[config.mk]
export PLATFORM = sky130hd
export DESIGN_NAME = eth_stats_collector
export DESIGN_NICKNAME = d
export VERILOG_FILES = /design/src/hdl/eth_stats_pkg.sv /design/src/hdl/axil_pkg.sv /design/src/hdl/eth_stats_if.sv /design/src/hdl/eth_frame_meter.sv /design/src/hdl/eth_stats_accum.sv /design/src/hdl/eth_stats_regs.sv /design/src/hdl/eth_stats_logger.sv /design/src/hdl/eth_stats_collector.sv
export SDC_FILE = /design/constraint.sdc
export NUM_CORES = 2
export LEC_CHECK = 0
export BUFFER_PORTS_ARGS = -buffer_cell sky130_fd_sc_hd__buf_2
export CAP_MARGIN = 20
export CORE_UTILIZATION = 35
export DETAILED_ROUTE_END_ITERATION = 10
export PLACE_DENSITY = 0.47
export REMOVE_ABC_BUFFERS = 1
export SKIP_LAST_GASP = 1
export SLEW_MARGIN = 20
export SYNTH_ARGS = -nofsm -noshare
export SYNTH_HDL_FRONTEND = slang
export SYNTH_HIERARCHICAL = 1
export SYNTH_SLANG_ARGS = --single-unit
[constraint.sdc]
create_clock -name clk -period 36.9 [get_ports clk]
set_clock_uncertainty 0.15 [all_clocks]
set_input_delay 1.845 -clock clk [delete_from_list [all_inputs] [get_ports clk]]
set_output_delay 1.845 -clock clk [all_outputs]
set_load 0.02 [all_outputs]
[src/hdl/eth_stats_pkg.sv]
// Ethernet statistics types
`default_nettype none

package eth_stats_pkg;

	// Every total is one 64-bit word
	localparam int stat_width = 64;

	// Width of the log stream data
	localparam int log_width = 64;

	// Frame length in bytes, enough for jumbo frames
	typedef logic [16:0] frame_len_t;

	// Wrapping change counter, one per direction
	typedef logic [2:0] stats_id_t;

	// Beats of one log record, in the order they are sent
	typedef enum logic [2:0] {
		beat_header,
		beat_time,
		beat_tx_bytes,
		beat_tx_good,
		beat_tx_bad,
		beat_rx_bytes,
		beat_rx_good,
		beat_rx_bad
	} log_beat_t;

endpackage

`default_nettype wire

[src/hdl/axil_pkg.sv]
// AXI4-Lite register map
`default_nettype none

package axil_pkg;

	localparam int axil_data_width = 32;

	typedef enum logic [1:0] {
		resp_okay = 2'b00,
		resp_slverr = 2'b10
	} axil_resp_t;

	// Byte addresses, totals as low word then high word
	typedef enum logic [11:0] {
		addr_ctrl = 12'h000,
		addr_sample_period = 12'h004,
		addr_log_id = 12'h008,
		addr_overflow = 12'h00C,
		addr_tx_bytes_lo = 12'h010,
		addr_tx_bytes_hi = 12'h014,
		addr_tx_good_lo = 12'h018,
		addr_tx_good_hi = 12'h01C,
		addr_tx_bad_lo = 12'h020,
		addr_tx_bad_hi = 12'h024,
		addr_rx_bytes_lo = 12'h028,
		addr_rx_bytes_hi = 12'h02C,
		addr_rx_good_lo = 12'h030,
		addr_rx_good_hi = 12'h034,
		addr_rx_bad_lo = 12'h038,
		addr_rx_bad_hi = 12'h03C
	} reg_addr_t;

endpackage

`default_nettype wire

[src/hdl/eth_stats_if.sv]
// Per-direction statistics bundle
`timescale 1ns/10ps
`default_nettype none

interface eth_stats_if import eth_stats_pkg::*; ();

	logic [stat_width-1:0] total_bytes;
	logic [stat_width-1:0] total_good;
	logic [stat_width-1:0] total_bad;
	// Bumps on every counted frame
	stats_id_t stats_id;

	modport source (output total_bytes, total_good, total_bad, stats_id);

	modport sink (input total_bytes, total_good, total_bad, stats_id);

endinterface

`default_nettype wire

[src/hdl/eth_frame_meter.sv]
// Ethernet frame length meter
`timescale 1ns/10ps
`default_nettype none

module eth_frame_meter import eth_stats_pkg::*; #(
	parameter bit HAS_READY = 1
) (
	input wire logic clk,
	input wire logic reset,
	input wire logic clear,

	input wire logic tvalid,
	input wire logic tready,
	input wire logic tlast,
	input wire logic tuser,

	output frame_len_t frame_bytes,
	output logic frame_good,
	output logic valid
);
	logic beat;
	frame_len_t beat_count;
	frame_len_t next_count;

	// Without tready every valid beat is taken by the sink
	assign beat = tvalid && (!HAS_READY || tready);

	// One byte per beat, held at the top of the range
	assign next_count = (&beat_count) ? beat_count : beat_count + 1'b1;

	always_ff @(posedge clk) begin
		if (reset || clear) begin
			beat_count <= '0;
			valid <= 1'b0;
		end else begin
			valid <= beat && tlast;
			if (beat) begin
				beat_count <= tlast ? '0 : next_count;
			end
		end
	end

	// Result of the finished frame
	always_ff @(posedge clk) begin
		if (beat && tlast) begin
			frame_bytes <= next_count;
			frame_good <= !tuser;
		end
	end

	// Minimum Ethernet frame is far longer than one beat
	assert property (@(posedge clk) disable iff (reset) valid |=> !valid)
		else $error("frame meter valid high for two cycles");

endmodule

`default_nettype wire

[src/hdl/eth_stats_accum.sv]
// Per-direction traffic totals
`timescale 1ns/10ps
`default_nettype none

module eth_stats_accum import eth_stats_pkg::*; (
	input wire logic clk,
	input wire logic reset,
	input wire logic clear,
	input wire logic enable,

	input wire frame_len_t frame_bytes,
	input wire logic frame_good,
	input wire logic valid,

	eth_stats_if.source stats
);
	logic count_frame;

	// Frames seen while disabled leave no trace
	assign count_frame = valid && enable;

	always_ff @(posedge clk) begin
		if (reset || clear) begin
			stats.total_bytes <= '0;
			stats.total_good <= '0;
			stats.total_bad <= '0;
			stats.stats_id <= '0;
		end else if (count_frame) begin
			stats.total_bytes <= stats.total_bytes + stat_width'(frame_bytes);
			if (frame_good) begin
				stats.total_good <= stats.total_good + 1'b1;
			end else begin
				stats.total_bad <= stats.total_bad + 1'b1;
			end
			// Logger watches this to spot new data
			stats.stats_id <= stats.stats_id + 1'b1;
		end
	end

endmodule

`default_nettype wire

[src/hdl/eth_stats_regs.sv]
// Statistics register block
`timescale 1ns/10ps
`default_nettype none

module eth_stats_regs import axil_pkg::*, eth_stats_pkg::*; (
	input wire logic clk,
	input wire logic reset,

	input wire logic [11:0] awaddr,
	input wire logic awvalid,
	output logic awready,
	input wire logic [axil_data_width-1:0] wdata,
	input wire logic [axil_data_width/8-1:0] wstrb,
	input wire logic wvalid,
	output logic wready,

	output axil_resp_t bresp,
	output logic bvalid,
	input wire logic bready,

	input wire logic [11:0] araddr,
	input wire logic arvalid,
	output logic arready,
	output logic [axil_data_width-1:0] rdata,
	output axil_resp_t rresp,
	output logic rvalid,
	input wire logic rready,

	output logic enable,
	output logic clear,
	output logic log_enable,
	output logic [31:0] sample_period,
	output logic [15:0] log_id,

	input wire logic [31:0] overflow,
	eth_stats_if.sink tx_stats,
	eth_stats_if.sink rx_stats
);
	logic wr_accept;
	logic rd_accept;
	axil_resp_t wr_resp;
	axil_resp_t rd_resp;
	logic [axil_data_width-1:0] rd_data;
	logic [stat_width-axil_data_width-1:0] shadow;
	logic [stat_width-axil_data_width-1:0] shadow_next;

	// One transaction in flight per channel
	assign wr_accept = awvalid && wvalid && !bvalid;
	assign awready = wr_accept;
	assign wready = wr_accept;
	assign rd_accept = arvalid && !rvalid;
	assign arready = rd_accept;

	// Totals and overflow accept writes but ignore them
	always_comb begin
		wr_resp = resp_okay;
		if (awaddr > addr_rx_bad_hi || awaddr[1:0] != 2'b00) begin
			wr_resp = resp_slverr;
		end
	end

	always_ff @(posedge clk) begin
		if (reset) begin
			enable <= 1'b0;
			clear <= 1'b0;
			log_enable <= 1'b0;
			sample_period <= '0;
			log_id <= '0;
			bvalid <= 1'b0;
			bresp <= resp_okay;
		end else begin
			// Clear lasts a single cycle
			clear <= 1'b0;
			if (wr_accept) begin
				bvalid <= 1'b1;
				bresp <= wr_resp;
				case (reg_addr_t'(awaddr))
					addr_ctrl: begin
						enable <= wdata[0];
						clear <= wdata[1];
						log_enable <= wdata[2];
					end
					addr_sample_period: sample_period <= wdata;
					addr_log_id: log_id <= wdata[15:0];
					default: ;
				endcase
			end else if (bready) begin
				bvalid <= 1'b0;
			end
		end
	end

	// Low half read latches the upper word for the following high read
	always_comb begin
		rd_data = '0;
		rd_resp = resp_okay;
		shadow_next = shadow;
		case (reg_addr_t'(araddr))
			addr_ctrl: rd_data[2:0] = {log_enable, 1'b0, enable};
			addr_sample_period: rd_data = sample_period;
			addr_log_id: rd_data[15:0] = log_id;
			addr_overflow: rd_data = overflow;
			addr_tx_bytes_lo: {shadow_next, rd_data} = tx_stats.total_bytes;
			addr_tx_good_lo: {shadow_next, rd_data} = tx_stats.total_good;
			addr_tx_bad_lo: {shadow_next, rd_data} = tx_stats.total_bad;
			addr_rx_bytes_lo: {shadow_next, rd_data} = rx_stats.total_bytes;
			addr_rx_good_lo: {shadow_next, rd_data} = rx_stats.total_good;
			addr_rx_bad_lo: {shadow_next, rd_data} = rx_stats.total_bad;
			addr_tx_bytes_hi, addr_tx_good_hi, addr_tx_bad_hi,
			addr_rx_bytes_hi, addr_rx_good_hi, addr_rx_bad_hi: rd_data = shadow;
			default: rd_resp = resp_slverr;
		endcase
	end

	always_ff @(posedge clk) begin
		if (reset) begin
			rvalid <= 1'b0;
			shadow <= '0;
		end else if (rd_accept) begin
			rvalid <= 1'b1;
			shadow <= shadow_next;
		end else if (rready) begin
			rvalid <= 1'b0;
		end
	end

	always_ff @(posedge clk) begin
		if (rd_accept) begin
			rdata <= rd_data;
			rresp <= rd_resp;
		end
	end

	assert property (@(posedge clk) disable iff (reset) bvalid && !bready |=> bvalid)
		else $error("bvalid dropped before bready");

	assert property (@(posedge clk) disable iff (reset)
		rvalid && !rready |=> rvalid && $stable(rdata))
		else $error("read response changed before rready");

endmodule

`default_nettype wire

[src/hdl/eth_stats_logger.sv]
// Statistics log record writer
`timescale 1ns/10ps
`default_nettype none

module eth_stats_logger import eth_stats_pkg::*; (
	input wire logic clk,
	input wire logic reset,
	input wire logic clear,
	input wire logic log_enable,
	input wire logic [31:0] sample_period,
	input wire logic [15:0] log_id,
	input wire logic [63:0] current_time,

	eth_stats_if.sink tx_stats,
	eth_stats_if.sink rx_stats,

	output logic [31:0] overflow,
	output logic [log_width-1:0] tdata,
	output logic tlast,
	output logic tvalid,
	input wire logic tready
);
	logic [31:0] sample_timer;
	stats_id_t tx_id_prev;
	stats_id_t rx_id_prev;
	logic changed;
	logic accept;
	logic start;
	log_beat_t beat;
	logic [log_width-1:0] record [8];

	// Changes closer together than the sample period are ignored
	assign accept = changed && sample_timer >= sample_period;
	assign start = accept && log_enable && !tvalid;

	always_ff @(posedge clk) begin
		if (reset || clear || accept) begin
			sample_timer <= '0;
		end else if (!(&sample_timer)) begin
			sample_timer <= sample_timer + 1'b1;
		end
	end

	always_ff @(posedge clk) begin
		if (reset) begin
			tx_id_prev <= '0;
			rx_id_prev <= '0;
			changed <= 1'b0;
		end else begin
			tx_id_prev <= tx_stats.stats_id;
			rx_id_prev <= rx_stats.stats_id;
			changed <= tx_stats.stats_id != tx_id_prev || rx_stats.stats_id != rx_id_prev;
		end
	end

	// Beat sequencer, a record is dropped while one is still going out
	always_ff @(posedge clk) begin
		if (reset) begin
			tvalid <= 1'b0;
			beat <= beat_header;
			overflow <= '0;
		end else begin
			if (clear) begin
				overflow <= '0;
			end else if (accept && tvalid) begin
				overflow <= overflow + 1'b1;
			end
			if (tvalid) begin
				if (tready && beat == beat_rx_bad) begin
					tvalid <= 1'b0;
					beat <= beat_header;
				end else if (tready) begin
					beat <= log_beat_t'(beat + 1'b1);
				end
			end else if (start) begin
				tvalid <= 1'b1;
				beat <= beat_header;
			end
		end
	end

	// Snapshot of the whole record at start
	always_ff @(posedge clk) begin
		if (start) begin
			record[beat_header] <= {log_id, 16'd0, overflow};
			record[beat_time] <= current_time;
			record[beat_tx_bytes] <= tx_stats.total_bytes;
			record[beat_tx_good] <= tx_stats.total_good;
			record[beat_tx_bad] <= tx_stats.total_bad;
			record[beat_rx_bytes] <= rx_stats.total_bytes;
			record[beat_rx_good] <= rx_stats.total_good;
			record[beat_rx_bad] <= rx_stats.total_bad;
		end
	end

	assign tdata = record[beat];
	assign tlast = tvalid && beat == beat_rx_bad;

	assert property (@(posedge clk) disable iff (reset)
		tvalid && !tready |=> tvalid && $stable(tdata) && $stable(tlast))
		else $error("log beat changed while stalled");

endmodule

`default_nettype wire

[src/hdl/eth_stats_collector.sv]
// Ethernet statistics collector
`timescale 1ns/10ps
`default_nettype none

module eth_stats_collector import axil_pkg::*, eth_stats_pkg::*; (
	input wire logic clk,
	input wire logic reset,
	input wire logic [63:0] current_time,

	input wire logic [11:0] s_axi_awaddr,
	input wire logic s_axi_awvalid,
	output logic s_axi_awready,
	input wire logic [axil_data_width-1:0] s_axi_wdata,
	input wire logic [axil_data_width/8-1:0] s_axi_wstrb,
	input wire logic s_axi_wvalid,
	output logic s_axi_wready,
	output logic [1:0] s_axi_bresp,
	output logic s_axi_bvalid,
	input wire logic s_axi_bready,
	input wire logic [11:0] s_axi_araddr,
	input wire logic s_axi_arvalid,
	output logic s_axi_arready,
	output logic [axil_data_width-1:0] s_axi_rdata,
	output logic [1:0] s_axi_rresp,
	output logic s_axi_rvalid,
	input wire logic s_axi_rready,

	output logic [log_width-1:0] m_axis_log_tdata,
	output logic m_axis_log_tlast,
	output logic m_axis_log_tvalid,
	input wire logic m_axis_log_tready,

	input wire logic axis_tx_tready,
	input wire logic axis_tx_tvalid,
	input wire logic axis_tx_tlast,
	input wire logic axis_tx_tuser,

	input wire logic axis_rx_tvalid,
	input wire logic axis_rx_tlast,
	input wire logic axis_rx_tuser
);
	logic enable;
	logic clear;
	logic log_enable;
	logic [31:0] sample_period;
	logic [15:0] log_id;
	logic [31:0] overflow;

	frame_len_t tx_frame_bytes;
	logic tx_frame_good;
	logic tx_valid;
	frame_len_t rx_frame_bytes;
	logic rx_frame_good;
	logic rx_valid;

	eth_stats_if tx_stats ();
	eth_stats_if rx_stats ();

	// Transmit side, only beats taken by the MAC count
	eth_frame_meter #(.HAS_READY(1)) u_tx_meter (
		.clk(clk), .reset(reset), .clear(clear),
		.tvalid(axis_tx_tvalid), .tready(axis_tx_tready),
		.tlast(axis_tx_tlast), .tuser(axis_tx_tuser),
		.frame_bytes(tx_frame_bytes), .frame_good(tx_frame_good), .valid(tx_valid)
	);

	eth_stats_accum u_tx_accum (
		.clk(clk), .reset(reset), .clear(clear), .enable(enable),
		.frame_bytes(tx_frame_bytes), .frame_good(tx_frame_good), .valid(tx_valid),
		.stats(tx_stats)
	);

	// Receive side has no back-pressure
	eth_frame_meter #(.HAS_READY(0)) u_rx_meter (
		.clk(clk), .reset(reset), .clear(clear),
		.tvalid(axis_rx_tvalid), .tready(1'b1),
		.tlast(axis_rx_tlast), .tuser(axis_rx_tuser),
		.frame_bytes(rx_frame_bytes), .frame_good(rx_frame_good), .valid(rx_valid)
	);

	eth_stats_accum u_rx_accum (
		.clk(clk), .reset(reset), .clear(clear), .enable(enable),
		.frame_bytes(rx_frame_bytes), .frame_good(rx_frame_good), .valid(rx_valid),
		.stats(rx_stats)
	);

	eth_stats_regs u_regs (
		.clk(clk), .reset(reset),
		.awaddr(s_axi_awaddr), .awvalid(s_axi_awvalid), .awready(s_axi_awready),
		.wdata(s_axi_wdata), .wstrb(s_axi_wstrb), .wvalid(s_axi_wvalid),
		.wready(s_axi_wready),
		.bresp(s_axi_bresp), .bvalid(s_axi_bvalid), .bready(s_axi_bready),
		.araddr(s_axi_araddr), .arvalid(s_axi_arvalid), .arready(s_axi_arready),
		.rdata(s_axi_rdata), .rresp(s_axi_rresp), .rvalid(s_axi_rvalid),
		.rready(s_axi_rready),
		.enable(enable), .clear(clear), .log_enable(log_enable),
		.sample_period(sample_period), .log_id(log_id),
		.overflow(overflow), .tx_stats(tx_stats), .rx_stats(rx_stats)
	);

	eth_stats_logger u_logger (
		.clk(clk), .reset(reset), .clear(clear), .log_enable(log_enable),
		.sample_period(sample_period), .log_id(log_id), .current_time(current_time),
		.tx_stats(tx_stats), .rx_stats(rx_stats), .overflow(overflow),
		.tdata(m_axis_log_tdata), .tlast(m_axis_log_tlast),
		.tvalid(m_axis_log_tvalid), .tready(m_axis_log_tready)
	);

endmodule

`default_nettype wire

==> metrics.md <==
| Metric | Value |
|---|---|
| Outcome | finished, final reports clean |
| FILL cells | 14,800 |
| Startpoint class of the critical path | register |
| Clk Latency, worst-skew pair | just under 0.8 ns |
| GPL Wtd Cong | roughly 0.91 |
| Sum of negative setup slack | 0 ns |
| Pins Over Slew Limit | 0 |
| Hold-critical path depth | 1 |
| Post-CTS Setup Inserts | 0 |
| First-pass GRT wire length | 294,000 um |
| Max Cap Viol | 0 |
| Final setup fails | 0 |
| Multi-input gate area | 23,800 sq um |
| Post-DP HPWL | 151,000 um |
| Largest net degree at the start of global routing | ~140 |
| Num CTS Buffers | 137 |
| Width of the die | about 390 um |
| CTS Hold Buffers Added | 0 |
| Initial antenna violation count | 23 |
| Layout cells sized above 1 | 16.6% |
| Mean Syn Cell Area | 11.1 sq um |
| Hold wc startpoint | u_logger/beat[0] |
| CTS resizes | 0 |
| DRC viols | 0 |
| Clock Path Buffers | 3 |
| R2r setup slk | between 30 and 40 ns |
| Initial Util | around 35% |
| Fmax | between 0.15 and 0.2 GHz |
| Worst min-delay path class | register to register |
| WL final | approximately 210,000 um |
| Drt wl/cell | ~29 um |
| Final hold vios | 0 |
| Crit-path max FO | 37 |
| Register area | around 29,000 sq um |
| Crit path DAT | ~4.1 ns |
| Clock Tree Root | clkbuf_16 |
| Clock transition at path regs | roughly 0.060 ns |
| # H-tree levels | 4 |
| Slew margin rel. | between 10% and 20% |
| Tot Pwr | between 0.002 and 0.003 W |
| Unrepaired setup endpoints after global routing | false |
| Sequential share of power | around half |
| Die Y | 395 um |
| Syn-to-layout area delta | 14.3% |
| Switching Fraction | approximately 22% |
| Row cnt | between 100 and 150 |
| Pre-Repair DR Iteration Count | 6 |
| Vias per cell | between 5 and 6 |
| Number of routed nets with antenna violations | 0 |
| Port Buf Inserts | about 240 |
| # clock sinks | between 1,000 and 1,500 |
| Data required, critical path | 34.91 ns |
| Clk network pwr share | about half |
| Core area | 153,000 sq um |
| Vias in the first global route | about 40,000 |
| GRT overflow | 0 |
| Post-place instance area | between 50,000 and 60,000 sq um |
| Combinational Power Share | under 10% |
| PwrDens | 44.5 nW/um^2 |
| Crit end category | output port |
| Crit path kind | register to output port |
| Layout Nets | roughly 5,300 |
| Final cycle utilization of the critical path | 16.5% |
| WHS Endpoint | u_logger/beat[0] |
| Via count | about 42,000 |
| Internal power | 0.00214 W |
| Gate Count Post-Synth | 4,859 |
| Iter 0 DRT Violations | 4,831 |
| Worst-margin pin slew | 1.25 ns |
| R2R cell count | 10 |
| RR Startpoint | u_regs/sample_period[31] |
| Post-route cell area | between 60,000 and 70,000 sq um |
| Reg2reg end | u_logger/record[1][29] |
| Total Routing Usage GR | around a quarter |
| CTS tree | yes |
| Die area | approximately 160,000 sq um |
| Yosys warns | 6 |
| Top-Level Pins | 246 |
| Post-route minimum period | 6.08 ns |
| Mapped Area | approximately 54,000 sq um |
| NetSw | just over 0.0006 W |
| VDD IR-drop max | about 0.000048 V |
| P_leak | 20.6 nW |
[per-layer routing]
layer / vias to the layer above / track usage, % / routed length [um]
li1: 18700 / - / -
met1: 21000 / 35.0 / 88100
met2: 1782 / 41.4 / 95700
met3: 389 / 4.72 / 15300
met4: 10 / 12.1 / 10500
met5: - / 0 / 61
[flip-flops by register name, indices dropped and copies added (netlist names), 16 cells and up, named ones only]
register	flops
u_regs/sample_period	32
u_tx_accum/stats.total_bytes	64
u_logger/sample_timer	32
u_tx_accum/stats.total_good	64
u_rx_meter/frame_bytes	17
u_tx_accum/stats.total_bad	64
u_regs/rdata	32
u_rx_accum/stats.total_good	64
u_logger/overflow	32
u_tx_meter/beat_count	17
u_rx_accum/stats.total_bad	64
u_logger/record	496
u_regs/log_id	16
u_regs/shadow	32
u_rx_accum/stats.total_bytes	64
u_tx_meter/frame_bytes	17
u_rx_meter/beat_count	17
[layout by cell type, fill, tap and decap left out, drive strengths merged, types with 78 or more instances in the layout]
cell type / n
a21oi: 252
a22oi: 114
and3: 80
buf: 316
clkbuf: 195
dfxtp: 590
edfxtp: 565
ha: 78
inv: 121
mux2: 84
mux2i: 97
mux4: 115
nand2: 405
nand3: 207
nand4: 141
nor2: 429
nor3: 144
nor4: 78
o21ai: 120
or3: 83
xnor2: 201
xor2: 133
[power by group through the flow]
stage	combinational [W]	sequential, W	clock [W]
final	0.0000587	0.00134	0.00135
after global routing	0.0000618	0.00134	0.00143
after CTS	0.0000586	0.00134	0.00138
after detailed placement	0.0000585	0.00137	0
after global placement	0.0000581	0.00137	0
after floorplan	0.0000203	0.00137	0
[final cells by class]
cell class,count,area share (%)
Clock inverter,57,0.828
Tap cell,2030,4.11
Inverter,116,0.705
Multi-Input combinational cell,3315,38.5
Timing Repair Buffer,316,2.90
Clock buffer,195,6.37
Antenna cell,3,0.0122
Sequential cell,1155,46.6
[worst max path at each step]
stage	slack [ns]	to	startpoint	cells after the start
2_1_floorplan	22.38	register	u_regs/sample_period[15]	8
5_1_grt	30.52	m_axis_log_tdata[27]	register	5
6_report	30.82	m_axis_log_tdata[27]	register	5
4_1_cts	30.64	m_axis_log_tdata[27]	register	5
3_3_place_gp	31.20	u_logger/record[1][48]	u_regs/sample_period[31]	10
3_5_place_dp	31.17	u_logger/record[5][50]	u_regs/sample_period[31]	10
[through the flow]
step	util, %	std cells	worst slack, ns	hold WS, ns
floorplan	-	4586	22.38	0.276
CTS	40.5	7184	30.64	0.329
global route	40.5	7184	30.52	0.356
finish	40.5	7187	30.82	0.331
detailed placement	37.6	6932	31.17	0.321
global placement	37.6	6932	31.20	0.309
[worst max-delay path, stage by stage (launching register included)]
cell and delay, ns:
dfxtp_4 0.64, buf_4 0.72, buf_4 0.67, mux4_2 0.66, mux2_2 0.32, buf_2 0.16
Power figures use the tool's default switching activity.
